File: config.mk
export PLATFORM = sky130hd
export DESIGN_NAME = alu_exec_top
export DESIGN_NICKNAME = d
export VERILOG_FILES = /design/src/verilog/alu_pkg.sv /design/src/verilog/alu_exec_top.sv /design/src/verilog/alu_exec_stage.sv /design/src/verilog/alu_issue_queue.sv /design/src/verilog/branch_unit.sv /design/src/verilog/int_alu.sv
export VERILOG_INCLUDE_DIRS = /design/src /design/src/verilog
export SDC_FILE = /design/constraint.sdc
export NUM_CORES = 1
export LEC_CHECK = 0
export BUFFER_PORTS_ARGS = -buffer_cell sky130_fd_sc_hd__buf_2
export CAP_MARGIN = 20
export CORE_UTILIZATION = 45
export DETAILED_ROUTE_END_ITERATION = 8
export GPL_ROUTABILITY_DRIVEN = 1
export PLACE_DENSITY = 0.67
export SLEW_MARGIN = 10
export SYNTH_ARGS = -nofsm -noshare
export SYNTH_HDL_FRONTEND = slang
export SYNTH_SLANG_ARGS = --single-unit
File: constraint.sdc
create_clock -name clk -period 7.29 [get_ports clk]
set_input_delay 0.729 -clock clk [delete_from_list [all_inputs] [get_ports clk]]
set_output_delay 0.729 -clock clk [all_outputs]
set_load 0.01 [all_outputs]
File: src/verilog/alu_consts.svh
`ifndef ALU_CONSTS_SVH
`define ALU_CONSTS_SVH

// ~~~~~~~~~~~~~~~~~~~~~~~~~~~~~~~~~~~~~~~~~~~~~~~~~~~~~~~~~~~~~~~~~~~~~~~~~~~~
// widths
// ~~~~~~~~~~~~~~~~~~~~~~~~~~~~~~~~~~~~~~~~~~~~~~~~~~~~~~~~~~~~~~~~~~~~~~~~~~~~
`define XLEN             32
`define VADDR_SIZE       32
`define PREDICTION_WIDTH 3
`define INTOP_WIDTH      4
`define BRANCHOP_WIDTH   4
`define ROB_IDX_WIDTH    6

// entries in the issue queue
`define QUEUE_DEPTH      4

// ~~~~~~~~~~~~~~~~~~~~~~~~~~~~~~~~~~~~~~~~~~~~~~~~~~~~~~~~~~~~~~~~~~~~~~~~~~~~
// integer op codes
// ~~~~~~~~~~~~~~~~~~~~~~~~~~~~~~~~~~~~~~~~~~~~~~~~~~~~~~~~~~~~~~~~~~~~~~~~~~~~
`define INT_ADD          4'd0
`define INT_LUI          4'd1
`define INT_SLT          4'd2
`define INT_XOR          4'd3
`define INT_AND          4'd4
`define INT_SL           4'd5
`define INT_SRL          4'd6
`define INT_SRA          4'd7

// ~~~~~~~~~~~~~~~~~~~~~~~~~~~~~~~~~~~~~~~~~~~~~~~~~~~~~~~~~~~~~~~~~~~~~~~~~~~~
// branch op codes
// ~~~~~~~~~~~~~~~~~~~~~~~~~~~~~~~~~~~~~~~~~~~~~~~~~~~~~~~~~~~~~~~~~~~~~~~~~~~~
`define BRANCH_BEQ       4'd0
`define BRANCH_BNE       4'd1
`define BRANCH_BLT       4'd2
`define BRANCH_BGE       4'd3
`define BRANCH_JAL       4'd4
`define BRANCH_JALR      4'd5

`endif
File: src/verilog/alu_pkg.sv
`default_nettype none

`include "alu_consts.svh"

package alu_pkg;

    typedef logic [`XLEN-1:0]             xlen_t;
    typedef logic [`VADDR_SIZE-1:0]       vaddr_t;
    typedef logic [`INTOP_WIDTH-1:0]      int_op_t;
    typedef logic [`BRANCHOP_WIDTH-1:0]   branch_op_t;
    typedef logic [`PREDICTION_WIDTH-1:0] pred_offset_t;
    typedef logic [`ROB_IDX_WIDTH-1:0]    rob_idx_t;

    // prediction made by fetch for the whole block
    typedef struct packed {
        vaddr_t       start_addr;
        pred_offset_t size;
        logic         taken;
        vaddr_t       target;
    } fetch_stream_t;

    // the branch unit reads the shared op as a branch op
    typedef struct packed {
        logic          is_branch;
        logic          immv;
        logic          sext;
        int_op_t       op;
        xlen_t         imm;
        xlen_t         rs1_data;
        xlen_t         rs2_data;
        fetch_stream_t stream;
        pred_offset_t  offset;
        rob_idx_t      rob_idx;
    } issue_bundle_t;

    typedef struct packed {
        rob_idx_t rob_idx;
        xlen_t    result;
    } wb_bundle_t;

    typedef struct packed {
        rob_idx_t rob_idx;
        vaddr_t   target;
    } redirect_t;

endpackage

`default_nettype wire

File: src/verilog/alu_exec_top.sv
`timescale 1ns/1ps
`default_nettype none

module alu_exec_top (
    input  logic                  clk,
    input  logic                  rst_n,
    input  logic                  issue_valid,
    input  alu_pkg::issue_bundle_t issue,
    output logic                  issue_ready,
    output logic                  wb_valid,
    output alu_pkg::wb_bundle_t    wb,
    output logic                  redirect_valid,
    output alu_pkg::redirect_t     redirect
);
    import alu_pkg::*;

    logic          disp_valid;
    issue_bundle_t disp;

    // a redirect flushes everything still waiting
    alu_issue_queue alu_issue_queue_i (
        .clk         (clk),
        .rst_n       (rst_n),
        .issue_valid (issue_valid),
        .issue       (issue),
        .flush       (redirect_valid),
        .issue_ready (issue_ready),
        .disp_valid  (disp_valid),
        .disp        (disp)
    );

    alu_exec_stage alu_exec_stage_i (
        .clk            (clk),
        .rst_n          (rst_n),
        .disp_valid     (disp_valid),
        .disp           (disp),
        .flush          (redirect_valid),
        .wb_valid       (wb_valid),
        .wb             (wb),
        .redirect_valid (redirect_valid),
        .redirect       (redirect)
    );

endmodule

`default_nettype wire

File: src/verilog/alu_exec_stage.sv
`timescale 1ns/1ps
`default_nettype none

module alu_exec_stage (
    input  logic                  clk,
    input  logic                  rst_n,
    input  logic                  disp_valid,
    input  alu_pkg::issue_bundle_t disp,
    input  logic                  flush,
    output logic                  wb_valid,
    output alu_pkg::wb_bundle_t    wb,
    output logic                  redirect_valid,
    output alu_pkg::redirect_t     redirect
);
    import alu_pkg::*;

    xlen_t  alu_result;
    xlen_t  br_result;
    vaddr_t br_target;
    logic   br_error;
    logic   exec_valid;

    int_alu int_alu_i (
        .immv     (disp.immv),
        .sext     (disp.sext),
        .op       (disp.op),
        .imm      (disp.imm),
        .rs1_data (disp.rs1_data),
        .rs2_data (disp.rs2_data),
        .result   (alu_result)
    );

    branch_unit branch_unit_i (
        .sext       (disp.sext),
        .op         (branch_op_t'(disp.op)),
        .imm        (disp.imm),
        .rs1_data   (disp.rs1_data),
        .rs2_data   (disp.rs2_data),
        .stream     (disp.stream),
        .offset     (disp.offset),
        .taken      (),
        .pred_error (br_error),
        .target     (br_target),
        .result     (br_result)
    );

    assign exec_valid = disp_valid && !flush;

    always_ff @(posedge clk or negedge rst_n) begin
        if (!rst_n) begin
            wb_valid       <= 1'b0;
            redirect_valid <= 1'b0;
        end else begin
            wb_valid       <= exec_valid;
            redirect_valid <= exec_valid && disp.is_branch && br_error;
        end
    end

    always_ff @(posedge clk) begin
        wb.rob_idx       <= disp.rob_idx;
        wb.result        <= disp.is_branch ? br_result : alu_result;
        redirect.rob_idx <= disp.rob_idx;
        redirect.target  <= br_target;
    end

endmodule

`default_nettype wire

File: src/verilog/alu_issue_queue.sv
`timescale 1ns/1ps
`default_nettype none

`include "alu_consts.svh"

module alu_issue_queue (
    input  logic                  clk,
    input  logic                  rst_n,
    input  logic                  issue_valid,
    input  alu_pkg::issue_bundle_t issue,
    input  logic                  flush,
    output logic                  issue_ready,
    output logic                  disp_valid,
    output alu_pkg::issue_bundle_t disp
);
    import alu_pkg::*;

    localparam int PTR_W = $clog2(`QUEUE_DEPTH);

    issue_bundle_t    entries [`QUEUE_DEPTH];
    logic [PTR_W-1:0] head;
    logic [PTR_W-1:0] tail;
    logic [PTR_W:0]   count;
    logic             push;
    logic             pop;

    assign issue_ready = count < (PTR_W+1)'(`QUEUE_DEPTH);
    assign disp_valid  = (count != '0) && !flush;
    assign disp        = entries[head];

    // anything arriving with a flush is dropped
    assign push = issue_valid && issue_ready && !flush;
    assign pop  = disp_valid;

    always_ff @(posedge clk or negedge rst_n) begin
        if (!rst_n) begin
            head  <= '0;
            tail  <= '0;
            count <= '0;
        end else if (flush) begin
            head  <= '0;
            tail  <= '0;
            count <= '0;
        end else begin
            if (push) begin
                tail <= (tail == PTR_W'(`QUEUE_DEPTH-1)) ? '0 : tail + 1'b1;
            end
            if (pop) begin
                head <= (head == PTR_W'(`QUEUE_DEPTH-1)) ? '0 : head + 1'b1;
            end
            case ({push, pop})
                2'b10:   count <= count + 1'b1;
                2'b01:   count <= count - 1'b1;
                default: count <= count;
            endcase
        end
    end

    // storage
    always_ff @(posedge clk) begin
        if (push) begin
            entries[tail] <= issue;
        end
    end

endmodule

`default_nettype wire

File: src/verilog/branch_unit.sv
`timescale 1ns/1ps
`default_nettype none

`include "alu_consts.svh"

module branch_unit (
    input  logic                  sext,
    input  alu_pkg::branch_op_t    op,
    input  alu_pkg::xlen_t        imm,
    input  alu_pkg::xlen_t        rs1_data,
    input  alu_pkg::xlen_t        rs2_data,
    input  alu_pkg::fetch_stream_t stream,
    input  alu_pkg::pred_offset_t  offset,
    output logic                  taken,
    output logic                  pred_error,
    output alu_pkg::vaddr_t       target,
    output alu_pkg::xlen_t        result
);
    import alu_pkg::*;

    logic                      equal;
    logic                      ult;
    logic                      slt;
    logic                      lt;
    logic [`PREDICTION_WIDTH:0] addr_offset;
    logic [`VADDR_SIZE-3:0]    link_word;
    logic                      stream_hit;

    // condition always compares the two registers
    assign equal = rs1_data == rs2_data;
    assign ult   = rs1_data < rs2_data;
    assign slt   = (rs1_data[`XLEN-1] != rs2_data[`XLEN-1]) ? rs1_data[`XLEN-1] : ult;
    assign lt    = sext ? slt : ult;

    always_comb begin
        case (op)
            `BRANCH_BEQ: taken = equal;
            `BRANCH_BNE: taken = ~equal;
            `BRANCH_BLT: taken = lt;
            `BRANCH_BGE: taken = ~lt;
            default:     taken = 1'b0;
        endcase
    end

    assign target = vaddr_t'(rs1_data + imm);

    // link is the word after this slot in the fetch block
    assign addr_offset = offset + 1'b1;
    assign link_word   = stream.start_addr[`VADDR_SIZE-1:2] + (`VADDR_SIZE-2)'(addr_offset);
    assign result      = xlen_t'({link_word, 2'b00});

    // ~~~~~~~~~~~~~~~~~~~~~~~~~~~~~~~~~~~~~~~~~~~~~~~~~~~~~~~~~~~~~~~~~~~~~~~~~~~~
    // prediction check
    // ~~~~~~~~~~~~~~~~~~~~~~~~~~~~~~~~~~~~~~~~~~~~~~~~~~~~~~~~~~~~~~~~~~~~~~~~~~~~
    assign stream_hit = stream.size == offset;

    always_comb begin
        if (op == `BRANCH_JALR) begin
            pred_error = stream.target != target;
        end else if (op == `BRANCH_JAL) begin
            pred_error = 1'b0;
        end else if (stream_hit) begin
            pred_error = taken ^ stream.taken;
        end else begin
            // block predicted to run past this slot
            pred_error = taken;
        end
    end

endmodule

`default_nettype wire

File: src/verilog/int_alu.sv
`timescale 1ns/1ps
`default_nettype none

`include "alu_consts.svh"

module int_alu (
    input  logic            immv,
    input  logic            sext,
    input  alu_pkg::int_op_t op,
    input  alu_pkg::xlen_t  imm,
    input  alu_pkg::xlen_t  rs1_data,
    input  alu_pkg::xlen_t  rs2_data,
    output alu_pkg::xlen_t  result
);
    import alu_pkg::*;

    localparam int SHAMT_W = $clog2(`XLEN);

    xlen_t              data1;
    xlen_t              data2;
    xlen_t              add_result;
    logic [SHAMT_W-1:0] shamt;
    logic               ult;
    logic               slt;
    logic               lt;

    assign data1      = rs1_data;
    assign data2      = immv ? imm : rs2_data;
    assign add_result = data1 + data2;
    assign shamt      = data2[SHAMT_W-1:0];

    // signed less-than from the sign bits and the unsigned compare
    assign ult = data1 < data2;
    assign slt = (data1[`XLEN-1] != data2[`XLEN-1]) ? data1[`XLEN-1] : ult;
    assign lt  = sext ? slt : ult;

    always_comb begin
        case (op)
            `INT_ADD: begin
                result = add_result;
            end
            `INT_LUI: begin
                result = imm;
            end
            `INT_SLT: begin
                result = {{(`XLEN-1){1'b0}}, lt};
            end
            `INT_XOR: begin
                result = data1 ^ data2;
            end
            `INT_AND: begin
                result = data1 & data2;
            end
            `INT_SL: begin
                result = data1 << shamt;
            end
            `INT_SRL: begin
                result = data1 >> shamt;
            end
            `INT_SRA: begin
                result = xlen_t'($signed(data1) >>> shamt);
            end
            default: result = '0;
        endcase
    end

endmodule

`default_nettype wire

### After elaboration in Yosys (flattened, before gate mapping)

Memories as Yosys holds them, arrays and structs flattened.
Index checks and enable logic that the tools add are counted.

* add/subtract/negate cells: 8
* magnitude comparators: 3
* equality and inequality tests: 16
* shift operators: 3
* multiplexer cells: 21
* bitwise operators: 5
* reduce and logical (&&, ||, !) cells: 12

Operators by type and width (number)
* case mux 32 bit (8 select lines): 1
* adder 32 bit: 2
* less-than comparator 32 bit: 2
* two-way mux 32 bit: 2
* AND 32 bit: 1
* == test 32 bit: 1
* != test 32 bit: 1
* left shift 32 x 5 -> 32 bit: 1
* right shift 32 x 5 -> 32 bit: 1
* >>> shifter 32 x 5 -> 32 bit: 1
* bitwise XOR 32 bit: 1
* adder 30 x 4 -> 30 bit: 1
* == test 4 x 3 -> 1 bit, second input constant: 4
* two-way mux 2 bit: 6
* two-way mux 1 bit: 9
* == test 4 x 2 -> 1 bit, second input constant: 2
* == test 2 bit, second input constant: 3
* logical AND 1 bit: 6
* case mux 3 bit (2 select lines): 1
* nonzero test 3 bit: 2
* adder 2 x 1 -> 2 bit, second input constant: 2
* adder 3 x 1 -> 4 bit, second input constant: 1
* == test 4 x 1 -> 1 bit, second input constant: 1
* logical NOT 4 bit: 1
* 12 further kinds: 15

* bits in registers: 79
* bits in writable memories: 720
* bits of input ports: 183
* output and inout port bits: 79
* logic and storage cells: 78
* memories kept: 1

Memories
* alu_issue_queue_i.entries: depth 4, bits a word 180, read ports 1, clocked after memory_dff 0, write ports 1, line alu_issue_queue.sv:20 `` issue_bundle_t entries [`QUEUE_DEPTH]; ``

### Depth between registers and ports, before layout

Gate-level depths: netlist of run 1.
An unclocked memory read counts as a cell.

* depth in word-level cells: 11
* depth in mapped cells: 26
* mapped depth without buffers: 16

### Cells and area by module

Synthesis of run 1 repeated with hierarchy kept, for this count alone.

* cell total of the unflattened synthesis: 2849
* area, all modules: 40327.4 um^2

By module, submodules not included
* alu_issue_queue: instances 1, cells each 994, area each 26471.6 um^2, sequential area each 21795.9 um^2
* int_alu: instances 1, cells each 1141, area each 7722.4 um^2, sequential area each 0.0 um^2
* branch_unit: instances 1, cells each 598, area each 4080.2 um^2, sequential area each 0.0 um^2
* alu_exec_stage: instances 1, cells each 116, area each 2053.2 um^2, sequential area each 1451.4 um^2

### Least setup slack after synthesis of run 1

OpenSTA, ideal clock, no wires.

* path kind: input port to flip-flop
* start: input port issue_valid
* end: memory alu_issue_queue_i.entries[0][0] (netlist name) (enable)
* setup time: 0.560 ns
* data arrival time: 5.108 ns
* required time: 6.730 ns
* path slack: 1.622 ns
* stages: 3
* path buffers: 0
* cell sequence: nand2_1 > nor2_1 > and2_1

* word-level cells in the longest chain between the ends: 4

Ends and longest elaborated chain
* start, declared: line alu_exec_top.sv:7 `input logic issue_valid,`
* logical AND 1 bit (2 in series): line alu_issue_queue.sv:32 `assign push = issue_valid && issue_ready && !flush;`
* two-way mux 1 bit: line alu_issue_queue.sv:61 `if (push) begin`
* two-way mux 1 bit (not written as such): line alu_issue_queue.sv:62 `entries[tail] <= issue;`
* end, declared: line alu_issue_queue.sv:20

Every way passes these cells.

### Worst setup path after layout of run 1

* start: register alu_issue_queue_i.head[0]
* end: register, netlist name alu_exec_stage_i.wb[20]

* word-level cells in the longest chain between the ends: 5
* elaborated cells on any way between the ends: 20
* classes of those cells: add/sub (3); eq/ne (7); shift (3); mux (3); bitwise (2); reduce/logical (1); memory (1)

Ends and longest elaborated chain
* start, declared: line alu_issue_queue.sv:21 `logic [PTR_W-1:0] head;`
* start signal, assigned: line alu_issue_queue.sv:49 `` head <= (head == PTR_W'(`QUEUE_DEPTH-1)) ? '0 : head + 1'b1; ``
* memory (4 x 180 bit) (*)
* two-way mux 32 bit: line int_alu.sv:28 `assign data2 = immv ? imm : rs2_data;`
* adder 32 bit, or another cell as far along: line int_alu.sv:29 `assign add_result = data1 + data2;`
* case mux 32 bit (8 select lines): line int_alu.sv:38 `case (op)`
* two-way mux 32 bit (*): line alu_exec_stage.sv:61 `wb.result <= disp.is_branch ? br_result : alu_result;`

Every way passes the cells marked *; elsewhere a longest branch is shown, timed or not.
A chain may end at the register's enable or synchronous reset.

==> impl_metrics.toml, run 1 <==
[status]
outcome = "complete, no violations"

[synth]
async_flop_share = 0.0114
synthFlopType = "edfxtp_1"
synth.avg_cell_area_um2 = 13.7
ys_seq_area_frac = 0.591
synth_area_um2 = 38900
syn-instance-count = 2835
yosys_warnings = 0
ys_seq_elements = 791
synthTopCellsByArea = "edfxtp_1, mux4_2, ha_1"
synth.distinct_cells = 84
synthDominantCellAreaShare = 0.549
synth_edf_count = 712
synth_fp_nets = 3159
yosysTopAreaCell = "edfxtp_1"

[hold_path]
hp-class = "input port to flip-flop"
min_to = "alu_issue_queue_i.entries[0][91]"
min_from = "issue[91]"
hold_path_depth = 1

[cts]
cts-root-buf = "clkbuf_16"
path_clk_slew_ps = 80
worstSkewPairLatency_ps = 680
clk_path_buf_depth = 3
htreeDepth = 3
cts-buffers-inserted = 81
cts_resized = 0
tritoncts = "built"
clock-sinks = 791

[die]
core-area_um2 = 85400
die_w_um = 296
rows = 107
io_pins = 262
die-area_um2 = 87700
die_y_um = 296
start_util = 0.456

[sta]
relSlewSlack = 0.105
drv_slew = 0
worst_pin_slew_ps = 1340
holdWs_ps = 263
clock_skew_ps = 47.7
fin_crit_sh = 0.852
period_needed_ps = 6210
setup_tns_ps = 0
rsz0062_at_grt = "no"
report.final.setup_viol = 0
finalHoldViolations = 0
fmax_mhz = 161

[critical_path]
cpMaxStageDelayCell = "dfrtp_4"
crit_arrival_ps = 6770
worstSetupPathType = "flip-flop to flip-flop"
r2r-start = "alu_issue_queue_i.head[0]"
crit_family = "compound AO/OA/AOI/OAI gates"
cp_max_fo = 26
crit_path_max_incr_delay_ps = 770
crit_buf_inv = 1
ff2ff_path_depth = 16
critical_path.most_common_cell = "a221oi_1"
worst_ep_required_time_ps = 7850
crit_chain = "mux4_2, mux2i_4, inv_4, ha_1, fa_1, nor2b_1, nor3_1, o21ai_1, a21o_1, a221o_1, a221oi_1, o31ai_1, a221oi_1, xor2_1, a21oi_1, a211oi_1"
worst_r2r_endpoint = "alu_exec_stage_i.wb[20]"
critPathLaunchType = "flip-flop"
cp-end-kind = "flip-flop"
reg2reg_slack_ps = 1080

[routing]
routed_wl_mm = 125
drt-pass1-iter-count = 7
drt_iter0_drc = 2844
viasPerCell = 6.08
wl_per_cell_um = 29.2
dr_total_vias = 26100
detail-route-antenna-nets = 0
drc_errors = 0

[grt]
antenna_found_initial = 16
overflow = 0
grt_pass1_wl_mm = 179
grt_max_degree = 104
track_usage = 0.285
grt_pass1_vias = 25500

[place]
gp_congestion = 1.01
port_buffers = 259
post_dp_cell_area_um2 = 41300
placed_cells = 4134
dp_hpwl_mm = 92.6

[run]
maxCapViolCount = 0

[finish]
final_layout_size_suffix_gt1_frac = 0.208
design_area_um2 = 44100
instances_no_fill = 4297
area_growth_pct = 13.2
nNetsFinal = 3398
worst register-to-register path: cells and delay by family, from the launching register on:
| family | cells | cell delay (ps) |
|---|---|---|
| AO/OA/AOI/OAI | 8 | 2730 |
| XOR/XNOR | 1 | 440 |
| adder cells (fa/ha/maj) | 2 | 730 |
| buffers and inverters | 1 | 40 |
| flip-flops | 1 | 770 |
| multiplexers | 2 | 1000 |
| AND/OR/NAND/NOR | 2 | 410 |
routing by layer:
layer / up-vias / track usage / part of all wire
met5: - / 0 / 0.00060
met4: 12 / 0.0812 / 0.024
met3: 176 / 0.0459 / 0.076
met2: 1128 / 0.449 / 0.47
met1: 13300 / 0.409 / 0.43
li1: 11500 / - / -
flip-flops by register name (all words and copies together) (netlist names):
register and cells:
alu_exec_stage_i.wb 32, alu_exec_stage_i.redirect 38, alu_exec_stage_i.wb_valid 1, alu_issue_queue_i.tail 2, alu_issue_queue_i.count 3, alu_exec_stage_i.redirect_valid 1, alu_issue_queue_i.head 2, alu_issue_queue_i.entries 712
logic make-up (layout without fill, tap and decap cells):
| family | after synthesis | after routing | share of synthesized area |
|---|---|---|---|
| adder cells (fa/ha/maj) | 141 | 141 | 0.0461 |
| AND/OR/NAND/NOR | 623 | 623 | 0.0722 |
| buffers and inverters | 273 | 581 | 0.0325 |
| AO/OA/AOI/OAI | 629 | 629 | 0.106 |
| XOR/XNOR | 107 | 107 | 0.0241 |
| other | 0 | 10 | 0 |
| multiplexers | 271 | 271 | 0.128 |
| flip-flops | 791 | 791 | 0.591 |
metrics by stage:
stage / worst slack (ps) / util
6_report: 1080 / 0.516
3_5_place_dp: 1190 / 0.484
2_1_floorplan: 1620 / -
3_3_place_gp: 1270 / 0.484
4_1_cts: 1160 / 0.516
5_1_grt: 820 / 0.516
placed cells by master, fill, tap and decap left out, types with 25 or more instances in the layout:
cell type  count
a211oi_1      30
a21o_1        29
a21oi_1      139
a31oi_1       33
buf_2        259
buf_4         49
clkbuf_16     81
dfxtp_1       70
edfxtp_1     712
ha_1         137
inv_1        109
mux2i_1       81
mux4_2       177
nand2_1      227
nand2b_1      25
nand3_1       41
nand4_1       26
nor2_1       177
nor3_1        37
o211ai_1      35
o21a_1        42
o21ai_0      141
xnor2_1       62
xor2_1        45
how the worst max path moves through the flow:
| stage | from | endpoint | slack [ps] | cells after the start |
|---|---|---|---|---|
| 6_report | alu_issue_queue_i.head[0] | alu_exec_stage_i.wb[20] | 1080 | 16 |
| 5_1_grt | alu_issue_queue_i.head[0] | alu_exec_stage_i.wb[20] | 820 | 16 |
| 4_1_cts | alu_issue_queue_i.head[0] | alu_exec_stage_i.wb[20] | 1160 | 16 |
| 3_5_place_dp | alu_issue_queue_i.head[0] | alu_exec_stage_i.wb[20] | 1190 | 16 |
| 3_3_place_gp | alu_issue_queue_i.head[0] | alu_exec_stage_i.wb[20] | 1270 | 16 |
| 2_1_floorplan | issue_valid | alu_issue_queue_i.entries[0][0] | 1620 | 3 |
area by class of cell:
cell class	count	area (um^2)
diodes	10	25.0
clock buffers	103	2160
clock inverters	49	522
fillers	7242	41400
inverters	113	427
multi-input cells	1771	14700
flip-flops and latches	791	23000
well taps	1144	1430
repair buffers	316	1800
Yosys cell counts, types with 6 or more instances:
cell,n
o221ai_1,9
buf_4,28
clkbuf_1,67
nand2b_1,25
and3_1,17
nor3_1,37
buf_6,10
a221oi_1,18
o211ai_1,35
a311oi_1,7
o22ai_1,18
o21a_1,42
o31ai_1,11
dfrtp_1,9
or3_1,12
and2_1,14
a21oi_1,139
a2111oi_0,11
xor2_1,45
or2_2,8
buf_2,47
nor4_1,10
o21ai_0,142
a211oi_1,30
xnor2_1,62
edfxtp_1,712
ha_1,137
a31oi_1,33
mux4_2,177
nor2_1,179
nor2b_1,13
a22oi_1,14
buf_1,8
o21ai_1,8
nand3_1,41
o21bai_1,19
inv_1,109
a21o_1,29
mux2i_1,82
dfxtp_1,70
mux2_2,9
nand4_1,26
nand2_1,227
a222oi_1,6
repair_timing:
action,in CTS,in global routing
hold buffers,1,0
setup buffers,0,0
endpoints found under the hold margin,9,0
setup endpoints to repair,0,0
Power of run 1 is left out: the tool's default activity adds up to more than one toggle a clock period on the data nets, which glitch-free logic cannot reach.
==> run 2: changes to the inputs <==
Settings changed: CAP_MARGIN 20 to 10, SYNTH_HIERARCHICAL set to 1.
==> run 2 against run 1 <==
Via count increased by 0.41%; critical path depth decreased by 2; critical path type unchanged; count of clock-buffer cells in the layout is 2 higher; register-to-register slack better by 390 ps; final area rose by 2.6%; non-clock buffer count fell by 1; clock skew down 25 ps; sequential share of layout area decreased by 1.3 points; die area is 2.9% higher.
==> impl_metrics.toml, run 2 <==
[finish]
fill_cells = 7416
multi_input_area_um2 = 15800
final_cell_mix = "edfxtp_1, buf_2, nand2_1"
largest_reg_flops = 712
area_growth_pct = 12.9
design_area_um2 = 45200
reg_top3 = "alu_issue_queue_i/entries: 712 flops, alu_exec_stage_i/wb: 38 flops, alu_exec_stage_i/redirect: 32 flops"
final_layout_size_suffix_gt1_frac = 0.228
final_common_cell = "edfxtp_1"
finalCoreUtilization = 0.512
seq_area_um2 = 23000
largest-register = "alu_issue_queue_i/entries"
nNetsFinal = 3426
antenna-diode-count = 0

[critical_path]
worstSetupPathType = "flip-flop to flip-flop"
cpMaxStageDelayCell = "dfrtp_4"
crit_family = "simple AND/OR/NAND/NOR gates"
crit_arrival_ps = 6360
crit_path_max_incr_delay_ps = 710
crit_buf_inv = 2
critical_path.most_common_cell = "nor4_1"
crit_chain = "buf_12, buf_4, mux4_2, ha_1, a21oi_1, o21ai_0, a211oi_1, nor3_1, or4_1, nor4_1, nand4_1, nor4_1, a31oi_1, and4b_1"
worst_ep_required_time_ps = 7830
cp_max_fo = 36
cp-end-kind = "flip-flop"
critPathLaunchType = "flip-flop"

[cts]
clock-sinks = 791
clk_path_buf_depth = 3
postCtsSetupRepairBufs = 0
cts-buffers-inserted = 83
worstSkewPairLatency_ps = 660
path_clk_slew_ps = 60
postCtsHoldBufs = 1
tritoncts = "built"
cts-root-buf = "clkbuf_16"
cts_resized = 0
htreeDepth = 3

[sta]
drv_slew = 0
rsz0062_at_grt = "no"
fmax_mhz = 172
setup_tns_ps = 0
clock_skew_ps = 22.3
report.final.setup_viol = 0
period_needed_ps = 5820
finalHoldViolations = 0
worst_pin_slew_ps = 1140
fin_crit_sh = 0.798
relSlewSlack = 0.233

[synth]
syn-instance-count = 2839
yosys_warnings = 6
synth_area_um2 = 40000
synth.avg_cell_area_um2 = 14.1

[routing]
wl_per_cell_um = 28.3
routed_wl_mm = 122
drc_errors = 0
dr_total_vias = 26200
detail-route-antenna-nets = 0
drt_iter0_drc = 2464
drt-pass1-iter-count = 5
viasPerCell = 6.07

[grt]
antenna_found_initial = 7
grt_max_degree = 95
track_usage = 0.271
grt_pass1_wl_mm = 178
grt_pass1_vias = 25900
overflow = 0

[run]
maxCapViolCount = 0

[die]
io_pins = 262
core-area_um2 = 88200
die_w_um = 300
start_util = 0.454
rows = 109
die-area_um2 = 90200
die_y_um = 300

[status]
outcome = "complete, no violations"

[place]
gp_congestion = 1.05
port_buffers = 259
dp_hpwl_mm = 88.4
post_dp_cell_area_um2 = 42400

[hold_path]
hp-class = "input port to flip-flop"
[run 2: per-layer routing]
| layer | part of all wire | GRT usage | wire length (um) |
|---|---|---|---|
| met1 | 0.41 | 0.357 | 49600 |
| met2 | 0.47 | 0.431 | 57200 |
| met3 | 0.071 | 0.0483 | 8640 |
| met4 | 0.054 | 0.140 | 6610 |
| met5 | 0.00051 | 0 | 62 |
[run 2: final timing paths]
| path | depth (start not counted) | startpoint | end | slack (ps) |
|---|---|---|---|---|
| max | 14 | alu_issue_queue_i/head[0] | alu_exec_stage_i/redirect_valid | 1470 |
| min | 1 | issue[7] | alu_issue_queue_i/entries[3][7] | 280 |
| max reg2reg | 14 | alu_issue_queue_i/head[0] | alu_exec_stage_i/redirect_valid | 1470 |
| min reg2reg | 1 | alu_issue_queue_i/entries[2][2] | alu_exec_stage_i/wb[34] | 540 |
| max in group asynchronous | 2 | rst_n | alu_issue_queue_i/head[0] | 6630 |
| min in group asynchronous | 2 | rst_n | alu_issue_queue_i/count[0] | 450 |
[run 2: layout make-up]
cell class                 instances  share of cell area
sequential                       791               0.509
clock inverter                    47              0.0101
multi-input combinational       1789               0.350
inverter                         109             0.00905
clock buffer                     105              0.0503
timing repair buffer             315              0.0394
tap                             1165              0.0323
[run 2: worst reg2reg max path, stage by stage, from the launching register on]
cell      delay, ps
dfrtp_4         710
buf_12          370
buf_4           380
mux4_2          710
ha_1            450
a21oi_1         270
o21ai_0         220
a211oi_1        440
nor3_1          140
or4_1           530
nor4_1          540
nand4_1         160
nor4_1          420
a31oi_1         170
and4b_1         200
[run 2: metrics by stage]
| stage | instances | hold WS, ps | setup slack, ps |
|---|---|---|---|
| final | 4321 | 284 | 1470 |
| after detailed placement | 4168 | 543 | 1560 |
| after global placement | 4168 | 538 | 1570 |
| after floorplan | 2840 | 433 | 1700 |
| after global routing | 4321 | 271 | 1220 |
| after CTS | 4321 | 251 | 1530 |
Power of run 2 is left out for the same reason.
